## config.mk

```make
export PLATFORM = sky130hd
export DESIGN_NAME = eeprom_ctrl_top
export DESIGN_NICKNAME = d
export VERILOG_FILES = /design/src/eeprom_bus_pkg.sv /design/src/i2c_pkg.sv /design/src/eeprom_cmd_if.sv /design/src/i2c_byte_if.sv /design/src/eeprom_ctrl_top.sv /design/src/eeprom_seq.sv /design/src/i2c_byte_engine.sv /design/src/wb_eeprom_regs.sv
export SDC_FILE = /design/constraint.sdc
export NUM_CORES = 1
export LEC_CHECK = 0
export ABC_AREA = 1
export BUFFER_PORTS_ARGS = -buffer_cell sky130_fd_sc_hd__buf_2
export CORE_MARGIN = 2
export CORE_UTILIZATION = 50
export DETAILED_ROUTE_END_ITERATION = 12
export PLACE_DENSITY = 0.68
export SYNTH_ARGS = -nofsm -noshare
export SYNTH_HDL_FRONTEND = slang
export SYNTH_SLANG_ARGS = --single-unit
```

## constraint.sdc

```tcl
create_clock -name CLK -period 2.1 [get_ports CLK]
set_input_delay 0.105 -clock CLK [delete_from_list [all_inputs] [get_ports CLK]]
set_output_delay 0.105 -clock CLK [all_outputs]
set_load 0.1 [all_outputs]
```

## src/eeprom_bus_pkg.sv

```systemverilog
package eeprom_bus_pkg;

    localparam int EE_ADDR_BITS = 11;  // 2 KB, 24C16 style

    // wishbone register offsets
    localparam logic [1:0] REG_ADDR    = 2'd0;  // address bits 7:0
    localparam logic [1:0] REG_DATA    = 2'd1;
    localparam logic [1:0] REG_CMD     = 2'd2;  // command on write, status on read
    localparam logic [1:0] REG_ADDR_HI = 2'd3;  // address bits 10:8 in lane bits 2:0

    // command write bits
    localparam int CMD_WRITE_BIT = 0;
    localparam int CMD_READ_BIT  = 1;  // wins if both are set

    // status read bits
    localparam int STAT_BUSY_BIT = 0;
    localparam int STAT_NACK_BIT = 1;
    localparam int STAT_DONE_BIT = 2;

    typedef logic [EE_ADDR_BITS-1:0] ee_addr_t;

endpackage

```

## src/i2c_pkg.sv

```systemverilog
package i2c_pkg;

    // fixed upper nibble of the control byte
    localparam logic [3:0] DEVICE_CODE = 4'b1010;

    // r/w bit, lsb of the control byte
    localparam logic DIR_WRITE = 1'b0;
    localparam logic DIR_READ  = 1'b1;

    localparam int XFER_BITS = 9;  // 8 data + ack

    // one engine operation each
    typedef enum logic [1:0] {
        OP_START,
        OP_STOP,
        OP_WRITE,
        OP_READ
    } byte_op_t;

endpackage

```

## src/eeprom_cmd_if.sv

```systemverilog
`timescale 1ns/1ps

interface eeprom_cmd_if
    import eeprom_bus_pkg::*;
();

    // request side, from the register block
    logic       start;  // single cycle
    logic       is_read;
    ee_addr_t   addr;
    logic [7:0] wdata;

    // reply side, from the sequencer
    logic       busy;
    logic       done;   // single cycle, busy drops with it
    logic       nack;
    logic [7:0] rdata;

    modport host (
        output start, is_read, addr, wdata,
        input  busy, done, nack, rdata
    );

    modport seq (
        input  start, is_read, addr, wdata,
        output busy, done, nack, rdata
    );

endinterface

```

## src/i2c_byte_if.sv

```systemverilog
`timescale 1ns/1ps

interface i2c_byte_if
    import i2c_pkg::*;
();

    // operation request
    logic       go;          // only while ready
    byte_op_t   op;
    logic [7:0] txd;
    logic       master_ack;  // 1 pulls sda low in the ack slot of a read

    // engine reply
    logic       ready;
    logic       done;        // single cycle, ready rises with it
    logic [7:0] rxd;
    logic       slave_ack;   // 1 = slave pulled sda low

    modport master (
        output go, op, txd, master_ack,
        input  ready, done, rxd, slave_ack
    );

    modport engine (
        input  go, op, txd, master_ack,
        output ready, done, rxd, slave_ack
    );

endinterface

```

## src/eeprom_ctrl_top.sv

```systemverilog
`timescale 1ns/1ps

module eeprom_ctrl_top #(
    parameter int CLK_DIV = 4  // clocks per quarter scl period
)
(
    input  logic       CLK,
    input  logic       RESET,
    input  logic       wb_cyc,
    input  logic       wb_stb,
    input  logic       wb_we,
    input  logic [1:0] wb_adr,
    input  logic [7:0] wb_dat_w,
    output logic [7:0] wb_dat_r,
    output logic       wb_ack,
    output logic       scl,
    output logic       sda_pull,  // high drives sda low
    input  logic       sda_in
);

    eeprom_cmd_if u_cmd_if ();
    i2c_byte_if   u_byte_if ();

    wb_eeprom_regs u_regs (
        .CLK      (CLK),
        .RESET    (RESET),
        .wb_cyc   (wb_cyc),
        .wb_stb   (wb_stb),
        .wb_we    (wb_we),
        .wb_adr   (wb_adr),
        .wb_dat_w (wb_dat_w),
        .wb_dat_r (wb_dat_r),
        .wb_ack   (wb_ack),
        .cmd      (u_cmd_if)
    );

    eeprom_seq u_seq (
        .CLK   (CLK),
        .RESET (RESET),
        .cmd   (u_cmd_if),
        .bus   (u_byte_if)
    );

    i2c_byte_engine #(
        .CLK_DIV (CLK_DIV)
    ) u_engine (
        .CLK      (CLK),
        .RESET    (RESET),
        .bus      (u_byte_if),
        .scl      (scl),
        .sda_pull (sda_pull),
        .sda_in   (sda_in)
    );

endmodule

```

## src/eeprom_seq.sv

```systemverilog
`timescale 1ns/1ps

module eeprom_seq
    import eeprom_bus_pkg::*, i2c_pkg::*;
(
    input  logic CLK,
    input  logic RESET,
    eeprom_cmd_if.seq  cmd,
    i2c_byte_if.master bus
);

    typedef enum logic [3:0] {
        IDLE,
        START,
        CTRL_W,
        ADDR,
        DATA,
        RESTART,
        CTRL_R,
        READ,
        STOP,
        FINISH
    } seq_state_t;

    seq_state_t state;
    seq_state_t next_state;
    logic       waiting;  // op issued, engine busy
    logic       rd_r;
    ee_addr_t   addr_r;
    logic [7:0] wdata_r;

    assign bus.master_ack = 1'b0;  // single byte read ends with nack

    // operation and next step for the current state
    always_comb
    begin
        bus.op     = OP_WRITE;
        bus.txd    = 8'h00;
        next_state = IDLE;
        case (state)
            START:
            begin
                bus.op     = OP_START;
                next_state = CTRL_W;
            end
            CTRL_W:
            begin
                bus.txd    = {DEVICE_CODE, addr_r[EE_ADDR_BITS-1:8], DIR_WRITE};
                next_state = ADDR;
            end
            ADDR:
            begin
                bus.txd    = addr_r[7:0];
                next_state = rd_r ? RESTART : DATA;
            end
            DATA:
            begin
                bus.txd    = wdata_r;
                next_state = STOP;
            end
            RESTART:
            begin
                bus.op     = OP_START;
                next_state = CTRL_R;
            end
            CTRL_R:
            begin
                bus.txd    = {DEVICE_CODE, addr_r[EE_ADDR_BITS-1:8], DIR_READ};
                next_state = READ;
            end
            READ:
            begin
                bus.op     = OP_READ;
                next_state = STOP;
            end
            STOP:
            begin
                bus.op     = OP_STOP;
                next_state = FINISH;
            end
            default: ;
        endcase
    end

    always_ff @(posedge CLK)
    begin
        if (RESET)
        begin
            state    <= IDLE;
            waiting  <= 1'b0;
            rd_r     <= 1'b0;
            bus.go   <= 1'b0;
            cmd.busy <= 1'b0;
            cmd.done <= 1'b0;
            cmd.nack <= 1'b0;
        end
        else
        begin
            bus.go   <= 1'b0;
            cmd.done <= 1'b0;
            case (state)
                IDLE:
                    if (cmd.start)
                    begin
                        cmd.busy <= 1'b1;
                        cmd.nack <= 1'b0;
                        rd_r     <= cmd.is_read;
                        state    <= START;
                    end
                FINISH:
                begin
                    cmd.done <= 1'b1;
                    cmd.busy <= 1'b0;
                    state    <= IDLE;
                end
                default:
                    if (!waiting)
                    begin
                        if (bus.ready)
                        begin
                            bus.go  <= 1'b1;
                            waiting <= 1'b1;
                        end
                    end
                    else if (bus.done)
                    begin
                        waiting <= 1'b0;
                        if (bus.op == OP_WRITE && !bus.slave_ack)
                        begin
                            cmd.nack <= 1'b1;  // abort, still close the bus
                            state    <= STOP;
                        end
                        else
                            state <= next_state;
                    end
            endcase
        end
    end

    always_ff @(posedge CLK)
    begin
        if (state == IDLE && cmd.start)
        begin
            addr_r  <= cmd.addr;
            wdata_r <= cmd.wdata;
        end
        if (state == READ && bus.done)
            cmd.rdata <= bus.rxd;
    end

    a_go_when_ready: assert property (@(posedge CLK) disable iff (RESET)
        bus.go |-> bus.ready);

endmodule

```

## src/i2c_byte_engine.sv

```systemverilog
`timescale 1ns/1ps

module i2c_byte_engine
    import i2c_pkg::*;
#(
    parameter int CLK_DIV = 4
)
(
    input  logic CLK,
    input  logic RESET,
    i2c_byte_if.engine bus,
    output logic scl,
    output logic sda_pull,
    input  logic sda_in
);

    localparam int QW = (CLK_DIV > 1) ? $clog2(CLK_DIV) : 1;

    logic [QW-1:0] q_cnt;    // clocks within a quarter
    logic [1:0]    phase;    // quarter of the scl period
    logic [3:0]    bit_cnt;
    byte_op_t      op_r;
    logic          ack_r;
    logic [7:0]    shreg;    // out on write, in on read
    logic          tick;
    logic          last_bit;

    // scl and pull level for one quarter
    // byte bits are low, high, high, low on scl
    function automatic logic [1:0] line_levels(byte_op_t op, logic [1:0] ph, logic pull);
        logic clk_hi;
        clk_hi = (ph == 2'd1) || (ph == 2'd2);
        case (op)
            OP_START: line_levels = {clk_hi, ph[1]};       // release, then fall with scl high
            OP_STOP:  line_levels = {ph != 2'd0, !ph[1]};  // pull, then rise with scl high
            default:  line_levels = {clk_hi, pull};
        endcase
    endfunction

    // sda pull level held for a whole bit of a byte transfer
    function automatic logic bit_pull(byte_op_t op, logic [3:0] idx, logic msb, logic mack);
        if (idx == 4'(XFER_BITS - 1))
            bit_pull = (op == OP_READ) && mack;
        else
            bit_pull = (op == OP_WRITE) && !msb;
    endfunction

    assign tick     = (q_cnt == QW'(CLK_DIV - 1));
    assign last_bit = (op_r == OP_START) || (op_r == OP_STOP)
                      || (bit_cnt == 4'(XFER_BITS - 1));
    assign bus.rxd  = shreg;

    always_ff @(posedge CLK)
    begin
        if (RESET)
        begin
            bus.ready     <= 1'b1;
            bus.done      <= 1'b0;
            bus.slave_ack <= 1'b0;
            scl           <= 1'b1;  // bus idle
            sda_pull      <= 1'b0;
            q_cnt         <= '0;
            phase         <= 2'd0;
            bit_cnt       <= 4'd0;
            op_r          <= OP_STOP;
            ack_r         <= 1'b0;
        end
        else
        begin
            bus.done <= 1'b0;
            if (bus.ready)
            begin
                if (bus.go)
                begin
                    bus.ready <= 1'b0;
                    op_r      <= bus.op;
                    ack_r     <= bus.master_ack;
                    q_cnt     <= '0;
                    phase     <= 2'd0;
                    bit_cnt   <= 4'd0;
                    {scl, sda_pull} <= line_levels(bus.op, 2'd0,
                        bit_pull(bus.op, 4'd0, bus.txd[7], bus.master_ack));
                end
            end
            else if (tick)
            begin
                q_cnt <= '0;
                // ack sampled at the scl high midpoint
                if (phase == 2'd1 && bit_cnt == 4'(XFER_BITS - 1))
                    bus.slave_ack <= !sda_in;
                if (phase == 2'd3)
                begin
                    if (last_bit)
                    begin
                        bus.ready <= 1'b1;
                        bus.done  <= 1'b1;
                    end
                    else
                    begin
                        bit_cnt <= bit_cnt + 4'd1;
                        phase   <= 2'd0;
                        {scl, sda_pull} <= line_levels(op_r, 2'd0,
                            bit_pull(op_r, bit_cnt + 4'd1, shreg[7], ack_r));
                    end
                end
                else
                begin
                    phase <= phase + 2'd1;
                    {scl, sda_pull} <= line_levels(op_r, phase + 2'd1, sda_pull);
                end
            end
            else
                q_cnt <= q_cnt + QW'(1);
        end
    end

    // msb first, data bits sampled at the scl high midpoint
    always_ff @(posedge CLK)
    begin
        if (bus.ready && bus.go)
            shreg <= bus.txd;
        else if (!bus.ready && tick && phase == 2'd1 && bit_cnt < 4'(XFER_BITS - 1))
            shreg <= {shreg[6:0], sda_in};
    end

    // sda only moves under a high scl for start and stop
    a_sda_stable: assert property (@(posedge CLK) disable iff (RESET)
        ($changed(sda_pull) && scl && $past(scl)) |-> (op_r inside {OP_START, OP_STOP}));

endmodule

```

## src/wb_eeprom_regs.sv

```systemverilog
`timescale 1ns/1ps

module wb_eeprom_regs
    import eeprom_bus_pkg::*;
(
    input  logic       CLK,
    input  logic       RESET,
    input  logic       wb_cyc,
    input  logic       wb_stb,
    input  logic       wb_we,
    input  logic [1:0] wb_adr,
    input  logic [7:0] wb_dat_w,
    output logic [7:0] wb_dat_r,
    output logic       wb_ack,
    eeprom_cmd_if.host cmd
);

    logic       access;
    logic       wr_en;
    logic       launch;
    ee_addr_t   addr_r;
    logic [7:0] data_r;
    logic       done_flag;
    logic       nack_flag;
    logic [7:0] status;

    assign access = wb_cyc && wb_stb && !wb_ack;  // one ack per access
    assign wr_en  = access && wb_we;

    // commands while busy are acked and dropped
    assign launch = wr_en && (wb_adr == REG_CMD) && !cmd.busy
                    && (wb_dat_w[CMD_WRITE_BIT] || wb_dat_w[CMD_READ_BIT]);

    assign cmd.addr  = addr_r;
    assign cmd.wdata = data_r;

    always_ff @(posedge CLK)
    begin
        if (RESET)
        begin
            wb_ack      <= 1'b0;
            cmd.start   <= 1'b0;
            cmd.is_read <= 1'b0;
            addr_r      <= '0;
            data_r      <= '0;
            done_flag   <= 1'b0;
            nack_flag   <= 1'b0;
        end
        else
        begin
            wb_ack    <= access;
            cmd.start <= launch;
            if (launch)
            begin
                cmd.is_read <= wb_dat_w[CMD_READ_BIT];
                done_flag   <= 1'b0;
                nack_flag   <= 1'b0;
            end
            else if (cmd.done)
            begin
                done_flag <= 1'b1;
                nack_flag <= cmd.nack;
            end
            if (wr_en && wb_adr == REG_ADDR)
                addr_r[7:0] <= wb_dat_w;
            if (wr_en && wb_adr == REG_ADDR_HI)
                addr_r[EE_ADDR_BITS-1:8] <= wb_dat_w[EE_ADDR_BITS-9:0];
            // read result lands in the shared data register
            if (cmd.done && cmd.is_read && !cmd.nack)
                data_r <= cmd.rdata;
            else if (wr_en && wb_adr == REG_DATA)
                data_r <= wb_dat_w;
        end
    end

    always_comb
    begin
        status = 8'h00;
        status[STAT_BUSY_BIT] = cmd.busy;
        status[STAT_NACK_BIT] = nack_flag;
        status[STAT_DONE_BIT] = done_flag;
        wb_dat_r = 8'h00;
        case (wb_adr)
            REG_ADDR:    wb_dat_r = addr_r[7:0];
            REG_DATA:    wb_dat_r = data_r;
            REG_CMD:     wb_dat_r = status;
            REG_ADDR_HI: wb_dat_r = 8'(addr_r[EE_ADDR_BITS-1:8]);
        endcase
    end

    // master must hold stb until it sees ack
    a_ack_with_stb: assert property (@(posedge CLK) disable iff (RESET)
        wb_ack |-> wb_stb);

endmodule
```

* Yosys cells after proc, flatten, opt, wreduce, memory -nomap -nowiden
Index checks and enable logic that the tools add are counted.
** Cells by class
- Equality and inequality tests :: 27
- Bitwise logic cells :: 2
- Mux-type cells :: 56
- Add/subtract/negate cells :: 3
- $lt $le $gt $ge :: 1
- Reduce and logical (&&, ||, !) cells :: 65
** Operators by type and width (number)
- case mux 8 bit (4 select lines) :: 2
- 2-to-1 mux 4 bit :: 9
- 2-to-1 mux 8 bit :: 4
- case mux 4 bit (7 select lines) :: 1
- 2-to-1 mux 1 bit :: 26
- logical AND 1 bit :: 21
- nonzero test 2 bit :: 9
- == test 4 x 3 -> 1 bit, second input constant :: 4
- == test 4 bit, second input constant :: 4
- == test 2 bit, second input constant :: 7
- 2-to-1 mux 2 bit :: 7
- == test 2 x 1 -> 1 bit, second input constant :: 5
- OR reduction 2 bit :: 5
- logical NOT 1 bit :: 9
- AND reduction 3 bit :: 3
- == test 4 x 2 -> 1 bit, second input constant :: 2
- case mux 1 bit (2 select lines) :: 4
- case mux 4 bit (2 select lines) :: 1
- AND reduction 4 bit :: 2
- logical NOT 2 bit :: 3
- case mux 2 bit (3 select lines) :: 1
- AND reduction 2 bit :: 3
- nonzero test 3 bit :: 2
- AND reduction 5 bit :: 1
- 13 further kinds :: 19
** Storage, ports and cells
- Logic and storage cells :: 182
- Output and inout port bits :: 11
- Input bits :: 16
- Register bits after elaboration :: 84

* Longest topological paths before layout
- Word-level depth :: 9
- Mapped depth :: 9
- Depth with buffers taken out :: 9

* Modules after synthesis
Synthesis repeated with hierarchy kept, for this count alone.
** Second synthesis, totals
- Cells, all modules :: 515
- Area total of the unflattened synthesis :: 4127.7 um^2
** By module, submodules not included
- eeprom_seq :: area an instance 1567.8 um^2, cells each 147, times used 1, sequential area each 1011.0 um^2
- wb_eeprom_regs :: area an instance 1312.5 um^2, cells each 209, times used 1, sequential area each 480.5 um^2
- i2c_byte_engine :: area an instance 1247.4 um^2, cells each 159, times used 1, sequential area each 560.5 um^2

* Worst setup path after synthesis
OpenSTA, ideal clock, no wires.
- Path type :: register -> output
- From :: reg u_seq.cmd.busy
- To :: out wb_dat_r[0]
- Path buffers :: 0
- Setup slack :: 0.100 ns
- Stages on the path, launching flop included :: 3
- Required time :: 1.995 ns
- Arrival :: 1.895 ns
- Cells stage by stage :: dfxtp_1 -> inv_1 -> o2111ai_1
** On the way
- Cells in the longest elaborated chain, start to end :: 1
** Ends and longest elaborated chain
- from (decl) :: RTL line eeprom_cmd_if.sv:26 : output busy, done, nack, rdata
- from (signal assigned) :: RTL line eeprom_seq.sv:93 : cmd.busy <= 1'b0;
- from (signal assigned) :: RTL line eeprom_seq.sv:105 : cmd.busy <= 1'b1;
- from (signal assigned) :: RTL line eeprom_seq.sv:113 : cmd.busy <= 1'b0;
- case mux 8 bit (4 select lines) :: RTL line wb_eeprom_regs.sv:83 : case (wb_adr)
- to (decl) :: RTL line eeprom_ctrl_top.sv:14 : output logic [7:0] wb_dat_r,
Every way passes these cells.

* Worst setup path in the final report
- From :: reg u_seq.state[0]
- To :: reg u_seq.wdata_r[5] (enable)
** On the way
- Cells in the longest elaborated chain, start to end :: 2
** Ends and longest elaborated chain
- from (decl) :: RTL line eeprom_seq.sv:25 : seq_state_t state;
- from (signal assigned) :: RTL line eeprom_seq.sv:134 : state <= next_state;
- logical NOT 4 bit :: RTL line eeprom_seq.sv:142 : if (state == IDLE && cmd.start)
- logical AND 1 bit :: RTL line eeprom_seq.sv:142
- to (signal assigned) :: RTL line eeprom_seq.sv:145 : wdata_r <= cmd.wdata;
- to (decl) :: RTL line eeprom_seq.sv:30 : logic [7:0] wdata_r;
Every way passes these cells.
A chain may end at the register's enable or synchronous reset.

==> results.md <==
- Finished layout cell area: 0.00413 sq mm
- CP arrival: 1.67 ns
- Port Buffers: 26
- H-tree depth: 3
- GRT Overall Usage: 21.7%
- Worst Hold Depth: 3
- Cell Pwr Density: 988 mW/mm^2
- Adder-Cell Fraction of Synth Area: 2.04%
- Part of the power in combinational logic: 24.7%
- Family with the most delay on the worst path: buffers and inverters
- Reg power frac: 48.7%
- R2r endpoint: u_seq.wdata_r[5]$_DFFE_PP_
- First-pass GRT wire length: 13800 um
- Mapped Area: 0.00367 sq mm
- Largest net degree at the start of global routing: 24
- Switch share: 36.0%
- Count of buffer and inverter cells on the critical path: 3
- Initial Utilization: 51.2%
- Period utilization: 76.0%
- Setup TNS: 0 ns
- HP Class: in -> reg
- Area Growth Syn to Fin: 12.4%
- Post-Syn Nets: 440
- Final setup fails: 0
- Final HPWL DP: 6060 um
- Clk pwr share: 26.6%
- Mux cell area share after synthesis: 0%
- Outcome: completed
- DR vias/cell: 5.32
- Max clock buf depth: 2
- Launch point of the worst path: u_seq.state[0]$_SDFFE_PP0P_
- Slew HR: 63.3%
- Total gr overflow: 0
- Commonest non-fill, non-tap cell in the layout: nand2_1
- Static leakage: 1.72 nW
- Vias in the first global route: 2868
- Critical path, cell by cell: nor2_2 -> nand2_1 -> inv_1 -> nand2_1 -> inv_1 -> buf_12
- Critical Path Stages: 6
- Top Ports: 27
- Commonest non-fill, non-tap cells in the layout: 93 x nand2_1, 49 x nor2_1, 49 x dfxtp_1, 37 x inv_1, 35 x edfxtp_1
- Row Count: 31
- Compound-Gate Fraction of Synth Area: 12.8%
- Root Driver: clkbuf_8
- Layout cells sized above 1: 13.3%
- Layout Cells excl Fill: 557
- Area of the multi-input gates: 0.00144 sq mm
- Simple-Gate Fraction of Synth Area: 24.1%
- Final-stage net count: 475
- Overall die height: 89.7 um
- Slowest cell delay on critical path: 0.35 ns
- Resize count post-CTS: 0
- Largest family of logic cells by synthesized area: simple AND/OR/NAND/NOR gates
- Clock slew at reported path FFs: 0.09 ns
- Setup crit start kind: flip-flop
- DRC errors left: 0
- Sequential cell area: 0.00203 sq mm
- Core Area: 0.00718 sq mm
- Number of library cell types mapped by synthesis: 36
- Sw Pwr: 1.47 mW
- Mapped Cells: 418
- Inserted Clock Buffers: 9
- DRT antenna net count: 0
- Worst VDD drop: 0.000548 V
- Worst flop-to-flop path startpoint: u_seq.state[0]$_SDFFE_PP0P_
- Placed inst area: 0.00392 sq mm
- Max-cap check violation count: 0
- Slack of the critical path: 0.504 ns
- Seq cells post-synth: 84
- Initial antenna violation count: 0
- Hold path endpoint: u_regs.cmd.addr[3]$_SDFFE_PP0P_
- Clk Latency, worst-skew pair: 0.36 ns
- Die ar.: 0.00805 sq mm
- Die X: 89.7 um
- DP Worst Slack: 0.532 ns
- Initial DRC count: 268
- Internal power: 2.61 mW
- R2R cell count: 6
- Post-CTS setup buffer count: 0
- Final Max Slew Viols: 0
- Routed WL: 8200 um
- DP Cell Count: 539
- Layout fillers: 661
- DRT Pass-1 Iters: 5
- Fmax: 626 MHz
- R2R setup slack: 0.50 ns
- Synth Area per Inst: 8.79 sq um
- XOR/XNOR share of the synthesized area: 0.239%
- Antenna cells: 0
- Worst Tran Pin Value: 0.546 ns
- Worst-path fanout max: 15
- Unrepaired setup endpoints after global routing: no
- Slowest-stage cell, CP: dfxtp_1
- DR vias: 2965
- Wirelength per Cell: 14.7 um
- CP Class: reg -> reg
- Final hold violation count: 0
- Synthesis warning total: 0
- Critical Path RT: 2.17 ns
- Final Critical Period: 1.60 ns
- Worst Skew: 0.00779 ns
- CP endpoint kind: flip-flop
- CTS tree: done
- Beginning of the worst hold path: wb_dat_w[3]
- Clock sink count: 84
- Routability cong.: 0.854
- Seq/Total Area, Yosys: 55.3%
## worst reg2reg max path: stages (launching register included)
cell,delay [ns]
dfxtp_1,0.35
nor2_2,0.22
nand2_1,0.14
inv_1,0.09
nand2_1,0.10
inv_1,0.23
buf_12,0.19
## worst max path at each step
stage,end,slack (ns)
global placement,u_engine.bus.rxd[3]$_DFFE_PP_,0.58
CTS,u_engine.bus.rxd[2]$_DFFE_PP_,0.49
global route,u_seq.wdata_r[0]$_DFFE_PP_,0.31
detailed placement,u_engine.bus.rxd[2]$_DFFE_PP_,0.53
floorplan,wb_dat_r[0],0.1
finish,u_seq.wdata_r[5]$_DFFE_PP_,0.50
## what timing repair did
item	in CTS	in global routing
endpoints found under the hold margin	2	0
hold buffers	2	0
endpoints found under the setup margin	0	0
## per-stage QoR
stage / utilization (%) / power, mW / hold WS (ns)
2_1_floorplan: - / 2.77 / 0.178
3_3_place_gp: 54.7 / 3.00 / 0.320
3_5_place_dp: 54.7 / 3.02 / 0.324
4_1_cts: 57.5 / 4.09 / 0.00466
5_1_grt: 57.5 / 4.33 / 0.0186
6_report: 57.5 / 4.08 / 0.0187
## flip-flops by register name, indices dropped and copies added, names as in the netlist, 2 cells and up
name and flops:
u_regs.cmd.addr 11, u_seq.addr_r 11, u_engine.bus.rxd 8, u_regs.cmd.wdata 8
u_seq.cmd.rdata 8, u_seq.wdata_r 8, u_engine.bit_cnt 4, u_seq.state 4
u_engine.op_r 2, u_engine.phase 2, u_engine.q_cnt 2
## logic make-up after synthesis
logic type	count (synthesis)
buf+inv	48
xor+xnor	1
compound gates	81
flops	84
fa+ha+maj	6
simple gates	198
## power by group through the flow
stage | Sequential (mW) | Clock, mW | Combinational (mW)
2_1_floorplan | 2.08 | 0 | 0.686
3_3_place_gp | 2.01 | 0 | 0.988
6_report | 1.98 | 1.08 | 1.01
5_1_grt | 2.01 | 1.18 | 1.14
4_1_cts | 1.98 | 1.10 | 1.01
3_5_place_dp | 2.02 | 0 | 0.999
## synth_stat cells
| library cell | number | area, sq um |
|---|---|---|
| nor2_2 | 4 | 25.0 |
| a31oi_1 | 8 | 50.1 |
| o21bai_1 | 1 | 7.51 |
| nand2_2 | 2 | 12.5 |
| or2_2 | 1 | 6.26 |
| nor4_1 | 1 | 6.26 |
| nand3_2 | 2 | 20.0 |
| buf_6 | 1 | 11.3 |
| nor3_1 | 5 | 25.0 |
| o211ai_1 | 4 | 30.0 |
| buf_8 | 1 | 15.0 |
| nor3b_1 | 1 | 7.51 |
| nand2_4 | 2 | 22.5 |
| xor2_1 | 1 | 8.76 |
| nand2_1 | 93 | 349 |
| edfxtp_1 | 35 | 1050 |
| a22o_1 | 7 | 61.3 |
| clkbuf_1 | 7 | 26.3 |
| nor2_8 | 1 | 20.0 |
| o2111ai_1 | 2 | 17.5 |
| nor2_1 | 49 | 184 |
| nand3b_1 | 1 | 7.51 |
| o22ai_1 | 1 | 6.26 |
| o21ai_1 | 1 | 5.00 |
| ha_1 | 6 | 75.1 |
| nand3_1 | 24 | 120 |
| o21ai_0 | 33 | 165 |
| clkinv_1 | 2 | 7.51 |
| inv_1 | 37 | 139 |
| nand4_1 | 11 | 68.8 |
| a21o_1 | 1 | 7.51 |
| dfxtp_1 | 49 | 981 |
| nor2_4 | 1 | 11.3 |
| a21oi_2 | 1 | 8.76 |
| a211oi_1 | 1 | 7.51 |
| a21oi_1 | 21 | 105 |
## routing by layer
layer  GRT usage [%]  share of wire [%]  up-vias
met5               0                  0        -
met4            10.3                2.2        0
met3            3.44                4.9       15
met2            34.2                 45       90
met1            29.5                 48     1372
li1                -                  -     1488
## cell type report
type                       count  share of cell area, %
sequential                    84                   49.2
multi-input combinational    286                   34.9
timing repair buffer          33                   4.85
inverter                      39                   3.55
clock buffer                   9                   3.00
tap                           99                   3.00
clock inverter                 7                   1.43
Note: power is estimated with default switching activity, not from simulation.
